File: config.mk
export PLATFORM = sky130hd
export DESIGN_NAME = frontendTop
export DESIGN_NICKNAME = d
export VERILOG_FILES = /design/src/frontendPkg.sv /design/src/fetchPkg.sv /design/src/frontendTop.sv /design/src/fetchUnit.sv /design/src/pcGenerate.sv /design/src/branchPredict.sv /design/src/bimodalTable.sv /design/src/returnStack.sv /design/src/preDecode.sv
export SDC_FILE = /design/constraint.sdc
export NUM_CORES = 1
export LEC_CHECK = 0
export ABC_AREA = 1
export BUFFER_PORTS_ARGS = -buffer_cell sky130_fd_sc_hd__buf_2
export CAP_MARGIN = 25
export CORE_ASPECT_RATIO = 0.8
export CORE_MARGIN = 10
export CORE_UTILIZATION = 30
export CTS_CLUSTER_SIZE = 16
export DETAILED_ROUTE_END_ITERATION = 6
export GPL_ROUTABILITY_DRIVEN = 1
export HOLD_SLACK_MARGIN = 0.15
export RECOVER_POWER = 25
export SETUP_SLACK_MARGIN = 0.5
export SLEW_MARGIN = 10
export SYNTH_ARGS = -nofsm -noshare
export SYNTH_HDL_FRONTEND = slang
export SYNTH_SLANG_ARGS = --single-unit
File: constraint.sdc
create_clock -name CLK -period 20.6 [get_ports CLK]
set_clock_uncertainty 0.1 [all_clocks]
set_input_delay 1.03 -clock CLK [delete_from_list [all_inputs] [get_ports CLK]]
set_output_delay 1.03 -clock CLK [all_outputs]
set_load 0.05 [all_outputs]
File: src/frontendPkg.sv
// instruction classes, link registers and predictor sizing, imported by decode and predictor.
package frontendPkg;

	// major opcodes the pre-decoder tells apart.
	typedef enum logic [6:0] {
		opJal    = 7'b1101111, // unconditional pc-relative jump.
		opJalr   = 7'b1100111, // register-indirect jump.
		opBranch = 7'b1100011, // conditional branch, b-type.
		opOther  = 7'b0000000  // anything else falls through.
	} opcodeE;

	// link registers per the calling convention.
	// rd or rs1 equal to one of these marks a call or return.
	localparam logic [4:0] linkRa = 5'd1; // x1, ra.
	localparam logic [4:0] linkT0 = 5'd5; // x5, alternate link.

	// bimodal table size.
	// index comes from pc bits above the word offset.
	localparam int bhtEntries = 64;

	// return stack depth, power of two so the pointer wraps for free.
	localparam int rasDepth = 4;

	// counter start value.
	// weakly not-taken, one taken result flips it.
	localparam logic [1:0] ctrInit = 2'b01;

	// counter encoding, for reference.
	//   00 strongly not-taken
	//   01 weakly not-taken
	//   10 weakly taken
	//   11 strongly taken
	// msb is the prediction.

endpackage

File: src/fetchPkg.sv
// address and instruction widths plus fetch and predictor state encodings for the frontend.
package fetchPkg;

	localparam int addrWidth = 64; // virtual pc width.
	localparam int instWidth = 32; // no rvc, always full words.

	// first fetch address after reset.
	localparam logic [addrWidth-1:0] resetVector = 64'h8000_0000;

	// four-phase master states.
	typedef enum logic [1:0] {
		idle,      // no handshake running.
		reqHigh,   // req up, waiting for ack.
		waitAckLow // req dropped, waiting for ack to fall.
	} fetchStateE;

	// predictor issue states.
	typedef enum logic {run, waitJalr} predStateE;

endpackage
File: src/frontendTop.sv
// frontend top, fetch unit plus pre-decode plus pc generation, memory and execute ports outside.
module frontendTop (
	input  logic                           CLK,
	input  logic                           arstN,
	output logic                           imemReq,
	output logic [fetchPkg::addrWidth-1:0] imemAddr,
	input  logic                           imemAck,
	input  logic [fetchPkg::instWidth-1:0] imemData,
	input  logic                           jalrValid,
	input  logic [fetchPkg::addrWidth-1:0] jalrPc,
	input  logic                           bruResValid,
	input  logic                           bruTakenBranch,
	input  logic                           privilegedValid,
	input  logic [fetchPkg::addrWidth-1:0] privilegedPc,
	output logic                           isMisPredict
);
	import fetchPkg::*;

	logic [addrWidth-1:0] fetchAddr;
	logic fetchAddrValid;
	logic flush;
	logic fetchBusy;
	logic fetchPcValid;
	logic [addrWidth-1:0] fetchPc;
	logic [instWidth-1:0] fetchInst;
	logic isJal;
	logic isJalr;
	logic isBranch;
	logic isCall;
	logic isReturn;
	logic [addrWidth-1:0] imm;

	fetchUnit iFetchUnit (
		.CLK            (CLK),
		.arstN          (arstN),
		.fetchAddr      (fetchAddr),
		.fetchAddrValid (fetchAddrValid),
		.flush          (flush),
		.fetchBusy      (fetchBusy),
		.imemReq        (imemReq),
		.imemAddr       (imemAddr),
		.imemAck        (imemAck),
		.imemData       (imemData),
		.fetchPcValid   (fetchPcValid),
		.fetchPc        (fetchPc),
		.fetchInst      (fetchInst)
	);

	preDecode iPreDecode (
		.inst     (fetchInst),
		.isJal    (isJal),
		.isJalr   (isJalr),
		.isBranch (isBranch),
		.isCall   (isCall),
		.isReturn (isReturn),
		.imm      (imm)
	);

	pcGenerate iPcGenerate (
		.CLK             (CLK),
		.arstN           (arstN),
		.privilegedValid (privilegedValid),
		.privilegedPc    (privilegedPc),
		.jalrValid       (jalrValid),
		.jalrPc          (jalrPc),
		.bruResValid     (bruResValid),
		.bruTakenBranch  (bruTakenBranch),
		.fetchPcValid    (fetchPcValid),
		.fetchPcQueue    (fetchPc),
		.isJal           (isJal),
		.isJalr          (isJalr),
		.isBranch        (isBranch),
		.isCall          (isCall),
		.isReturn        (isReturn),
		.imm             (imm),
		.fetchBusy       (fetchBusy),
		.isMisPredict    (isMisPredict),
		.flush           (flush),
		.fetchAddrQout   (fetchAddr),
		.fetchAddrValid  (fetchAddrValid)
	);

endmodule

File: src/fetchUnit.sv
// four-phase req/ack master to instruction memory, one fetch in flight, drops flushed responses.
module fetchUnit (
	input  logic                           CLK,
	input  logic                           arstN,
	input  logic [fetchPkg::addrWidth-1:0] fetchAddr,
	input  logic                           fetchAddrValid,
	input  logic                           flush,
	output logic                           fetchBusy,
	output logic                           imemReq,
	output logic [fetchPkg::addrWidth-1:0] imemAddr,
	input  logic                           imemAck,
	input  logic [fetchPkg::instWidth-1:0] imemData,
	output logic                           fetchPcValid,
	output logic [fetchPkg::addrWidth-1:0] fetchPc,
	output logic [fetchPkg::instWidth-1:0] fetchInst
);
	import fetchPkg::*;

	fetchStateE state;
	logic stale; // response of the running handshake is junk.
	logic queued; // next address taken while ack still high.

	assign imemReq = (state == reqHigh);
	assign fetchBusy = (state != idle);

	always_ff @(posedge CLK or negedge arstN) begin
		if (!arstN) begin
			state <= idle;
			stale <= 1'b0;
			queued <= 1'b0;
			fetchPcValid <= 1'b0;
		end else begin
			fetchPcValid <= 1'b0;
			case (state)
				idle: begin
					if (fetchAddrValid) begin
						state <= reqHigh; // ack is already low here.
					end
				end
				reqHigh: begin
					if (flush) begin
						stale <= 1'b1;
					end
					if (imemAck) begin
						fetchPcValid <= !stale && !flush; // squashed, no pulse.
						stale <= 1'b0;
						state <= waitAckLow;
					end
				end
				default: begin
					// req may rise again only once ack is low.
					if (!imemAck) begin
						state <= (fetchAddrValid || (queued && !flush)) ? reqHigh : idle;
						queued <= 1'b0;
					end else begin
						queued <= fetchAddrValid || (queued && !flush);
					end
				end
			endcase
		end
	end

	always_ff @(posedge CLK) begin
		if (fetchAddrValid && (state != reqHigh)) begin
			imemAddr <= fetchAddr; // held through the whole req phase.
		end
		if ((state == reqHigh) && imemAck) begin
			fetchPc <= imemAddr;
			fetchInst <= imemData;
		end
	end

endmodule

File: src/pcGenerate.sv
// frontend control wrapper, maps exception ports onto the predictor and guards its training.
module pcGenerate (
	input  logic                           CLK,
	input  logic                           arstN,
	input  logic                           privilegedValid,
	input  logic [fetchPkg::addrWidth-1:0] privilegedPc,
	input  logic                           jalrValid,
	input  logic [fetchPkg::addrWidth-1:0] jalrPc,
	input  logic                           bruResValid,
	input  logic                           bruTakenBranch,
	input  logic                           fetchPcValid,
	input  logic [fetchPkg::addrWidth-1:0] fetchPcQueue,
	input  logic                           isJal,
	input  logic                           isJalr,
	input  logic                           isBranch,
	input  logic                           isCall,
	input  logic                           isReturn,
	input  logic [fetchPkg::addrWidth-1:0] imm,
	input  logic                           fetchBusy,
	output logic                           isMisPredict,
	output logic                           flush,
	output logic [fetchPkg::addrWidth-1:0] fetchAddrQout,
	output logic                           fetchAddrValid
);

	logic bruResKeep;

	// exception kills the branch in the same cycle, so no training either.
	assign bruResKeep = bruResValid && !privilegedValid;

	branchPredict iBranchPredict (
		.CLK            (CLK),
		.arstN          (arstN),
		.isJal          (isJal),
		.isJalr         (isJalr),
		.isBranch       (isBranch),
		.isCall         (isCall),
		.isReturn       (isReturn),
		.imm            (imm),
		.isExpection    (privilegedValid),
		.expectionPc    (privilegedPc),
		.jalrValid      (jalrValid),
		.jalrPc         (jalrPc),
		.bruResValid    (bruResKeep),
		.bruTakenBranch (bruTakenBranch),
		.fetchPcValid   (fetchPcValid),
		.fetchPc        (fetchPcQueue),
		.fetchBusy      (fetchBusy),
		.fetchAddr      (fetchAddrQout),
		.fetchAddrValid (fetchAddrValid),
		.isMisPredict   (isMisPredict),
		.flush          (flush)
	);

endmodule

File: src/branchPredict.sv
// next fetch address selection with bimodal and return-stack prediction and redirect on resolve.
module branchPredict (
	input  logic                           CLK,
	input  logic                           arstN,
	input  logic                           isJal,
	input  logic                           isJalr,
	input  logic                           isBranch,
	input  logic                           isCall,
	input  logic                           isReturn,
	input  logic [fetchPkg::addrWidth-1:0] imm,
	input  logic                           isExpection,
	input  logic [fetchPkg::addrWidth-1:0] expectionPc,
	input  logic                           jalrValid,
	input  logic [fetchPkg::addrWidth-1:0] jalrPc,
	input  logic                           bruResValid,
	input  logic                           bruTakenBranch,
	input  logic                           fetchPcValid,
	input  logic [fetchPkg::addrWidth-1:0] fetchPc,
	input  logic                           fetchBusy,
	output logic [fetchPkg::addrWidth-1:0] fetchAddr,
	output logic                           fetchAddrValid,
	output logic                           isMisPredict,
	output logic                           flush
);
	import fetchPkg::*;

	predStateE state;
	logic pendValid; // one unresolved branch at most.
	logic pendTaken;
	logic [addrWidth-1:0] pendPc;
	logic [addrWidth-1:0] pendAlt; // path not predicted.
	logic redirPend; // redirect waiting for the fetch unit.
	logic [addrWidth-1:0] redirAddr;
	logic predTaken;
	logic rasEmpty;
	logic [addrWidth-1:0] rasTop;
	logic [addrWidth-1:0] seqPc;
	logic [addrWidth-1:0] jumpPc;
	logic [addrWidth-1:0] redirTarget;
	logic [addrWidth-1:0] nextPc;
	logic [addrWidth-1:0] issueAddr;
	logic mispredict;
	logic redirect;
	logic issueBusy;
	logic accept;
	logic goWait;
	logic issue;

	assign seqPc = fetchPc + addrWidth'(4);
	assign jumpPc = fetchPc + imm;
	assign mispredict = bruResValid && pendValid && (bruTakenBranch != pendTaken);
	assign redirect = isExpection || mispredict; // exception wins.
	assign redirTarget = isExpection ? expectionPc : pendAlt;
	assign issueBusy = fetchBusy || fetchAddrValid; // a fetch is in flight or just issued.
	// decoded word only counts when nothing overrides it this cycle.
	assign accept = fetchPcValid && !redirect && !redirPend && (state == run);

	// predicted target for the word just fetched.
	always_comb begin
		nextPc = seqPc;
		goWait = 1'b0;
		if (isJal) begin
			nextPc = jumpPc;
		end else if (isJalr) begin
			if (isReturn && !rasEmpty) begin
				nextPc = rasTop;
			end else begin
				goWait = 1'b1; // target only known at execute.
			end
		end else if (isBranch && predTaken) begin
			nextPc = jumpPc;
		end
	end

	// what goes to the fetch unit next edge, redirects first.
	always_comb begin
		issue = 1'b0;
		issueAddr = nextPc;
		if (redirect) begin
			issue = !issueBusy;
			issueAddr = redirTarget;
		end else if (redirPend) begin
			issue = !issueBusy;
			issueAddr = redirAddr;
		end else if (state == waitJalr) begin
			issue = jalrValid;
			issueAddr = jalrPc;
		end else begin
			issue = accept && !goWait;
		end
	end

	always_ff @(posedge CLK or negedge arstN) begin
		if (!arstN) begin
			state <= run;
			pendValid <= 1'b0;
			redirPend <= 1'b1; // first fetch goes out as a redirect.
			redirAddr <= resetVector;
			fetchAddrValid <= 1'b0;
			isMisPredict <= 1'b0;
			flush <= 1'b0;
		end else begin
			fetchAddrValid <= issue;
			isMisPredict <= mispredict && !isExpection;
			flush <= redirect;
			redirPend <= (redirect || redirPend) && issueBusy;
			if (redirect) begin
				redirAddr <= redirTarget;
			end
			if (redirect) begin
				state <= run;
			end else if (!redirPend && (state == waitJalr) && jalrValid) begin
				state <= run;
			end else if (accept && goWait) begin
				state <= waitJalr;
			end
			if (redirect) begin
				pendValid <= 1'b0;
			end else if (accept && isBranch) begin
				pendValid <= 1'b1;
			end else if (bruResValid) begin
				pendValid <= 1'b0;
			end
		end
	end

	always_ff @(posedge CLK) begin
		if (issue) begin
			fetchAddr <= issueAddr;
		end
		if (accept && isBranch) begin
			pendPc <= fetchPc;
			pendTaken <= predTaken;
			pendAlt <= predTaken ? seqPc : jumpPc;
		end
	end

	bimodalTable iBimodalTable (
		.CLK       (CLK),
		.arstN     (arstN),
		.predPc    (fetchPc),
		.predTaken (predTaken),
		.updValid  (bruResValid && pendValid),
		.updPc     (pendPc),
		.updTaken  (bruTakenBranch)
	);

	returnStack iReturnStack (
		.CLK      (CLK),
		.arstN    (arstN),
		.push     (accept && isCall), // link is pc plus 4.
		.pushAddr (seqPc),
		.pop      (accept && isReturn && !rasEmpty),
		.top      (rasTop),
		.empty    (rasEmpty)
	);

endmodule

File: src/bimodalTable.sv
// two-bit saturating counter table, read by fetch pc and trained by resolved branches.
module bimodalTable (
	input  logic                           CLK,
	input  logic                           arstN,
	input  logic [fetchPkg::addrWidth-1:0] predPc,
	output logic                           predTaken,
	input  logic                           updValid,
	input  logic [fetchPkg::addrWidth-1:0] updPc,
	input  logic                           updTaken
);
	import frontendPkg::*;

	logic [1:0] ctr [bhtEntries];
	logic [$clog2(bhtEntries)-1:0] predIdx;
	logic [$clog2(bhtEntries)-1:0] updIdx;
	logic [1:0] updCtr;

	// drop the word offset, pc[7:2].
	assign predIdx = predPc[2 +: $clog2(bhtEntries)];
	assign updIdx = updPc[2 +: $clog2(bhtEntries)];

	assign predTaken = ctr[predIdx][1]; // 2 or 3 means taken.
	assign updCtr = ctr[updIdx];

	always_ff @(posedge CLK or negedge arstN) begin
		if (!arstN) begin
			for (int i = 0; i < bhtEntries; i++) begin
				ctr[i] <= ctrInit;
			end
		end else if (updValid) begin
			// saturate at both ends.
			if (updTaken && (updCtr != 2'b11)) begin
				ctr[updIdx] <= updCtr + 2'b01;
			end else if (!updTaken && (updCtr != 2'b00)) begin
				ctr[updIdx] <= updCtr - 2'b01;
			end
		end
	end

endmodule

File: src/returnStack.sv
// circular return address stack, call pushes the link address and return pops it.
module returnStack (
	input  logic                           CLK,
	input  logic                           arstN,
	input  logic                           push,
	input  logic [fetchPkg::addrWidth-1:0] pushAddr,
	input  logic                           pop,
	output logic [fetchPkg::addrWidth-1:0] top,
	output logic                           empty
);
	import fetchPkg::*;
	import frontendPkg::*;

	typedef logic [$clog2(rasDepth+1)-1:0] cntT;

	logic [addrWidth-1:0] stack [rasDepth];
	logic [$clog2(rasDepth)-1:0] ptr; // next free slot.
	logic [$clog2(rasDepth)-1:0] topIdx;
	cntT cnt; // valid entries, saturates at depth.
	logic doPop;

	assign empty = (cnt == '0);
	assign topIdx = ptr - 1'b1; // wraps, depth is a power of two.
	assign top = stack[topIdx];
	assign doPop = pop && !empty; // pop on empty is ignored.

	always_ff @(posedge CLK or negedge arstN) begin
		if (!arstN) begin
			ptr <= '0;
			cnt <= '0;
		end else if (push && !doPop) begin
			ptr <= ptr + 1'b1; // when full this lands on the oldest entry.
			if (cnt != cntT'(rasDepth)) begin
				cnt <= cnt + 1'b1;
			end
		end else if (doPop && !push) begin
			ptr <= topIdx;
			cnt <= cnt - 1'b1;
		end
	end

	// push with pop replaces the top in place.
	always_ff @(posedge CLK) begin
		if (push) begin
			stack[doPop ? topIdx : ptr] <= pushAddr;
		end
	end

endmodule

File: src/preDecode.sv
// combinational pre-decoder, flags control-flow instructions and builds their immediate.
module preDecode (
	input  logic [fetchPkg::instWidth-1:0] inst,
	output logic                           isJal,
	output logic                           isJalr,
	output logic                           isBranch,
	output logic                           isCall,
	output logic                           isReturn,
	output logic [fetchPkg::addrWidth-1:0] imm
);
	import fetchPkg::*;
	import frontendPkg::*;

	opcodeE opcode;
	logic [4:0] rd;
	logic [4:0] rs1;
	logic rdLink;
	logic rs1Link;

	// map the raw opcode field onto the classes we care about.
	always_comb begin
		case (inst[6:0])
			opJal:    opcode = opJal;
			opJalr:   opcode = opJalr;
			opBranch: opcode = opBranch;
			default:  opcode = opOther;
		endcase
	end

	assign rd = inst[11:7];
	assign rs1 = inst[19:15];
	assign rdLink = (rd == linkRa) || (rd == linkT0); // writes a link reg.
	assign rs1Link = (rs1 == linkRa) || (rs1 == linkT0);

	assign isJal = (opcode == opJal);
	assign isJalr = (opcode == opJalr);
	assign isBranch = (opcode == opBranch);
	assign isCall = (isJal || isJalr) && rdLink; // link write means call.
	assign isReturn = isJalr && rs1Link && !rdLink; // jump through link, no relink.

	// sign-extended j and b immediates, bit 0 always zero.
	always_comb begin
		case (opcode)
			opJal:    imm = {{(addrWidth-20){inst[31]}}, inst[19:12], inst[20], inst[30:21], 1'b0};
			opBranch: imm = {{(addrWidth-12){inst[31]}}, inst[7], inst[30:25], inst[11:8], 1'b0};
			default:  imm = '0; // jalr target comes from ras or execute.
		endcase
	end

endmodule

==> metrics.cfg, run 1 <==
[outcome]
outcome = finished, violations left
violations = capacitance limit, slew limit

[cts]
cts_hold_buf = 0
root_buffer = clkbuf_16
cts_tree = built
cts_setup_buffers = 0
numCtsBuffers = 84
clkTransAtPathRegs_ps = 80
clk_latency_ps = 690
cts_htree_levels = 3
post_cts_resized = 0
clock-sinks = 759
clk_path_buf_depth = 3

[yosys]
yosys.area.top_type_share_pct = 42.24
yosysSeqAreaShare_pct = 55.74
async_flop_share_pct = 27.40
synth.area.top_cells = edfxtp_1 (42%), nand2_1 (13%), dfrtp_1 (9.1%)
synth_edf_count = 551
synth_ff_type = edfxtp_1
synthCells = 4458
syn_avg_cell_area_um2 = 8.786
syn_area_mm2 = 0.03917
synth_nets = 4651
yosysTopAreaCell = edfxtp_1
synth_seq_cells = 759
netlist-cell-type-count = 69
ys.warnings.count = 0

[timing]
period_share_pct = 38.60
tightest_slew_ps = 5107
finalSetupViolations = 0
rsz0062_at_grt = false
timing.fmax_ghz = 0.1258
fin_crit_ps = 7951
hold_viol_final = 0
final-max-slew-violation-count = 283
fin_ws_ps = 12650
tns_ps = 0
relSlewSlack_pct = -240.5

[critical_path]
critPathMaxFanout = 71
cpMostUsedCell = clkbuf_1
arrival_ps = 8490
path_buf_inv = 3
worstSetupStartpoint = arstN
r2r_setup_slack_ps = 12730
cp_top_family = buffers and inverters
crit_type = in -> async
cp-end-kind = async pin
r2r_start = iFetchUnit.fetchPc[2]
reg2reg_to = iPcGenerate.iBranchPredict.fetchAddr[55]
start_kind = input port
crit_required_ps = 21140
worstPathCellList = clkbuf_1 > clkbuf_1 > buf_4
slowest_delay_ps = 3490
reg2reg_depth = 16
cp.depth = 3
critPathSlowestCell = clkbuf_1

[grt]
gr-usage-met1_pct = 30.31
antenna_found_initial = 5
grt_util_all_layers_pct = 21.29
grt_use_met3_pct = 4.336
grt_first_pass_wirelength_mm = 230.3
grt_pass1_vias = 32500
use_met2_pct = 30.89
overflow = 0
grt_max_degree = 92
grt_busiest_layer = met2

[power]
p_sw_share_pct = 34.39
power_density_mw_per_mm2 = 100.1
p_total_w = 0.004492
p_seq_share_pct = 45.5
clockPowerShare_pct = 33.8
ir_drop_uv = 75.62
pwr-share-comb_pct = 20.8
power.internal_w = 0.002947
total_leakage_power_nw = 18.36
switchingPower_w = 0.001545

[drt]
wl_per_cell_um = 24.99
via_count = 34490
finalWirelength_mm = 160.9
detail-route-antenna-nets = 0
route.detailed.drc = 0
drt_iter0_markers = 4514
first_pass_iters = 7
routed_via_density = 5.358

[worst_hold_path]
hold_depth = 0
holdPathEnd = iFetchUnit.imemAddr[30]
hold_start = iPcGenerate.iBranchPredict.fetchAddr[30]
hp-class = reg -> reg

[floorplan]
core_mm2 = 0.1295
rows = 118
die-area_mm2 = 0.1455
pin_count = 233
start_util_pct = 30.25
dieWidth_um = 424.0
die_h_um = 343.2

[placed_design]
placed_cells = 6274
place_ws_ps = 13430
gp_congestion = 1.047
dpl.hpwl_mm = 117.7
portBuffers = 232

[layout]
instances_no_fill = 6438
fill_cells = 13330
fin_nets = 4816
multiInputGateArea_mm2 = 0.01520
seq_area_mm2 = 0.02183
layout-drive-gt1-share_pct = 12.44
fin_util_pct = 34.66
area_delta_synth_final_pct = 14.57

[run]
cap_violations = 6

==> Yosys cell counts, types with 17 or more instances <==
cell,count
a21oi_1,204
a31oi_1,30
buf_2,26
clkbuf_1,156
dfrtp_1,142
dfstp_2,66
edfxtp_1,551
ha_1,24
inv_1,320
inv_2,24
nand2_1,1347
nand2_2,17
nand3_1,321
nand4_1,51
nor2_1,379
nor2_2,22
nor3_1,52
o211ai_1,27
o21ai_0,317
o21ai_1,17
o22ai_1,35
o41ai_1,47
or2_2,29
xor2_1,90
==> power groups by stage <==
stage               registers (W)  clock network, W  logic (W)
floorplan                 0.00209                 0   0.000458
global placement          0.00206                 0   0.000908
detailed placement        0.00206                 0   0.000916
CTS                       0.00203           0.00154   0.000919
global route              0.00205           0.00159   0.000987
finish                    0.00204           0.00152   0.000932
==> area by class of cell <==
type                            instances  share of cell area (%)
Clock buffer                          118                   5.359
Antenna cell                            3                 0.01673
Tap cell                             1740                   4.851
Timing Repair Buffer                  286                   3.527
Inverter                              348                   2.919
Clock inverter                         40                  0.8002
Sequential cell                       759                   48.66
Multi-Input combinational cell       3144                   33.87
==> metal layers <==
metal | part of all wire (%) | up-vias
li1 | - | 15460
met1 | 43 | 16720
met2 | 42 | 2022
met3 | 10 | 300
met4 | 4.9 | 0
met5 | 0 | -
==> cell usage in the layout (no fill, tap or decap), drive strengths merged, types with 56 or more instances in the layout <==
cell type,count
nor3,56
a21oi,205
buf,259
nand3,325
inv,347
edfxtp,551
dfrtp,142
nor2,403
dfstp,66
xor2,96
o21ai,335
clkbuf,145
nand2,1366
==> worst max path at each step <==
stage / to / slack, ps
after floorplan: iPcGenerate.iBranchPredict.fetchAddrValid / 13260
after global placement: register / 13480
after detailed placement: register / 13430
after CTS: register / 14120
after global routing: async pin / 11550
final: async pin / 12650
==> worst reg2reg max path, delay by kind of cell, from the launching register on <==
kind	cells	cell delay, ps
buffers and inverters	3	3450
and+or+nand+nor	11	2610
AOI/OAI and AO/OA	2	1120
DFF	1	320
==> through the flow <==
stage | cell area (µm²) | hold WS, ps
after floorplan | 39170 | 300.3
after global placement | 42090 | 300.4
after detailed placement | 42120 | 304.5
after CTS | 44880 | 260.2
after global routing | 44870 | 323.7
final | 44880 | 311.0
==> registers in the layout (all words and copies together) (netlist names), named ones only <==
name / flops
iPcGenerate.iBranchPredict.pendValid: 1
iFetchUnit.stale: 1
iFetchUnit.fetchInst: 32
iFetchUnit.state: 2
iFetchUnit.imemAddr: 64
iPcGenerate.iBranchPredict.isMisPredict: 1
iPcGenerate.iBranchPredict.iReturnStack.stack: 256
iPcGenerate.iBranchPredict.flush: 1
iPcGenerate.iBranchPredict.pendTaken: 1
iPcGenerate.iBranchPredict.pendPc: 7
iPcGenerate.iBranchPredict.state: 1
iPcGenerate.iBranchPredict.fetchAddr: 64
iPcGenerate.iBranchPredict.iBimodalTable.ctr: 64
iPcGenerate.iBranchPredict.fetchAddrValid: 1
iPcGenerate.iBranchPredict.iReturnStack.cnt: 3
iPcGenerate.iBranchPredict.redirPend: 1
iPcGenerate.iBranchPredict.iReturnStack.ptr: 2
iFetchUnit.fetchPcValid: 1
iFetchUnit.fetchPc: 64
iFetchUnit.queued: 1
iPcGenerate.iBranchPredict.redirAddr: 64
iPcGenerate.iBranchPredict.pendAlt: 63
==> kinds of logic after synthesis <==
kind of cell / count (synthesis) / share of synthesized area (%)
AO/OA/AOI/OAI: 741 / 10.83
XOR/XNOR: 111 / 2.654
adder cells (fa/ha/maj): 26 / 0.8689
buffers and inverters: 555 / 5.644
flip-flops: 759 / 55.74
multiplexers: 7 / 0.1821
AND/OR/NAND/NOR: 2259 / 24.08
(Power assumes the default switching activity.)
==> inputs of run 2 (changes only) <==
==> constraint.sdc (replaced) <==
create_clock -name CLK -period 7 [get_ports CLK]
set_clock_uncertainty 0.1 [all_clocks]
set_input_delay 0.35 -clock CLK [delete_from_list [all_inputs] [get_ports CLK]]
set_output_delay 0.35 -clock CLK [all_outputs]
set_load 0.05 [all_outputs]
==> run 2 against run 1 <==
- critical path depth up 18
- cell count up 2.7%
- sequential power rose to 2.9 times the previous value
- flip-flop and latch count unchanged
- routed wire length rose by 2.0%
- first-iteration DRC count fell by 4.2%
- via count is 1.5% higher
- total power increased to 3.0 times the previous value
- the run still ends with capacitance limit, slew limit left
- register-to-register slack got worse by 11000 ps
- clock power grew to 3.0 times the previous value
- combinational power rose to 3.1 times the previous value
==> metrics.cfg, run 2 (synthesized netlist as in run 1, its figures left out) <==
[outcome]
outcome = finished, violations left
violations = capacitance limit, slew limit

[critical_path]
slowest_delay_ps = 800  ; -2690 ps
crit_required_ps = 7250  ; -13890 ps
r2r_setup_slack_ps = 1480  ; -11250 ps
cpMostUsedCell = nand2_1
start_kind = register
crit_type = reg -> reg
critPathSlowestCell = inv_1
worstPathCellList = nor2_4 > inv_1 > nor2_1 > nand3_1 > inv_1 > nand2_1 > o21ai_0 > ha_1 > nand2_1 > nand2_1 > nand2_1 > nand2_1 > a21oi_1 > nand3_1 > nand3_1 > nand3_1 > nand2_1 > nand3_1 > nand2_1 > nand2_1 > a31oi_1
critPathMaxFanout = 14  ; -80%
arrival_ps = 5770  ; -2720 ps
cp-end-kind = register

[worst_hold_path]
hp-class = in -> reg

[cts]
root_buffer = clkbuf_16
clock-sinks = 759  ; unchanged
clk_latency_ps = 710  ; +20 ps
clk_path_buf_depth = 3  ; unchanged
cts_tree = built
clkTransAtPathRegs_ps = 60  ; -20 ps
cts_setup_buffers = 0  ; unchanged
numCtsBuffers = 83  ; -1.2%
post_cts_resized = 0  ; unchanged
cts_htree_levels = 3  ; unchanged
cts_hold_buf = 167  ; +167

[drt]
routed_via_density = 5.298  ; -1.1%
first_pass_iters = 6  ; -1
route.detailed.drc = 0  ; unchanged
finalWirelength_mm = 164.0  ; +2.0%
via_count = 35020  ; +1.5%
drt_iter0_markers = 4323  ; -4.2%
detail-route-antenna-nets = 0  ; unchanged
wl_per_cell_um = 24.81  ; -0.72%

[placed_design]
dpl.hpwl_mm = 118.4  ; +0.63%
place_ws_ps = 1608  ; -11830 ps
placed_cells = 6288  ; +0.22%
portBuffers = 232  ; unchanged
gp_congestion = 1.023  ; -2.3%

[grt]
grt_max_degree = 147  ; +60%
antenna_found_initial = 2  ; -3
grt_first_pass_wirelength_mm = 234.3  ; +1.8%
overflow = 0  ; unchanged
grt_util_all_layers_pct = 21.69  ; +0.40 points
grt_pass1_vias = 33180  ; +2.1%

[timing]
fin_ws_ps = 1480  ; -11170 ps
rsz0062_at_grt = false
tightest_slew_ps = 3821  ; -1286 ps
timing.fmax_ghz = 0.1812
fin_crit_ps = 5520
relSlewSlack_pct = -154.7  ; +86 points
finalSetupViolations = 0  ; unchanged
hold_viol_final = 0  ; unchanged
tns_ps = 0  ; unchanged
period_share_pct = 78.86
final-max-slew-violation-count = 110  ; -61%

[power]
p_total_w = 0.01348  ; +200%
total_leakage_power_nw = 18.96  ; +3.3%
ir_drop_uv = 263.5  ; +250%
power_density_mw_per_mm2 = 289.1  ; +190%

[layout]
layout_common_cells = nand2_1 (1344), edfxtp_1 (551), nor2_1 (371), nand3_1 (321), inv_1 (317)
layout_commonest_cell = nand2_1
layout-drive-gt1-share_pct = 11.21  ; -1.2 points
fin_nets = 4996  ; +3.7%
n_antenna_cell = 0  ; -3
area_delta_synth_final_pct = 19.04
regMostFlops = iPcGenerate.iBranchPredict.iReturnStack.stack
instances_no_fill = 6611  ; +2.7%
fin_util_pct = 36.01  ; +1.4 points
largest_register_ffs = 256  ; unchanged

[floorplan]
start_util_pct = 30.25  ; unchanged
pin_count = 233  ; unchanged
die_h_um = 343.2  ; unchanged
rows = 118  ; unchanged
die-area_mm2 = 0.1455  ; unchanged
core_mm2 = 0.1295  ; unchanged
dieWidth_um = 424.0  ; unchanged

[run]
cap_violations = 4  ; -2

[run 2: report_power, final]
| part | switching (W) | internal (W) |
|---|---|---|
| Combinational | 0.00224 | 0.000619 |
| Sequential | 0.000451 | 0.00554 |
| Clock | 0.00192 | 0.00271 |
| Total | 0.00461 | 0.00887 |
[run 2: critical path: cells and delay by family (launching register included)]
kind | cells | cell delay [ps]
AOI/OAI and AO/OA | 3 | 980
adders and majority gates | 1 | 340
buffers and inverters | 2 | 890
DFF | 1 | 410
and+or+nand+nor | 15 | 2430
[run 2: worst paths after layout]
path	start	end	depth (start not counted)
min	jalrPc[47]	iPcGenerate.iBranchPredict.fetchAddr[47]	5
min reg2reg	iPcGenerate.iBranchPredict.fetchAddr[32]	iFetchUnit.imemAddr[32]	0
max	iFetchUnit.fetchInst[4]	iPcGenerate.iBranchPredict.pendAlt[38]	21
max in group asynchronous	arstN	iPcGenerate.iBranchPredict.redirAddr[16]	4
max reg2reg	iFetchUnit.fetchInst[4]	iPcGenerate.iBranchPredict.pendAlt[38]	21
min in group asynchronous	arstN	iPcGenerate.iBranchPredict.redirAddr[29]	3
[run 2: final cells by class]
class,count,area [µm²]
inverters,348,1310
fillers,13130,82850
well taps,1740,2177
clock inverters,45,556.8
flip-flops and latches,759,21830
clock buffers,108,2273
multi-input cells,3144,15210
repair buffers,467,3266
[run 2: routing by layer]
metal,GRT usage (%),up-vias,routed length [µm]
li1,-,15820,-
met1,30.28,17050,69900
met2,32.66,1886,71250
met3,4.270,272,15380
met4,9.101,0,7514
met5,0,-,0
[run 2: per-stage QoR]
| stage | instance area [µm²] | hold WS [ps] |
|---|---|---|
| 2_1_floorplan | 39170 | -45.59 |
| 4_1_cts | 46740 | 170.1 |
| 3_5_place_dp | 42230 | 270.8 |
| 6_report | 46630 | 199.0 |
| 3_3_place_gp | 42220 | 269.4 |
| 5_1_grt | 46630 | 187.5 |
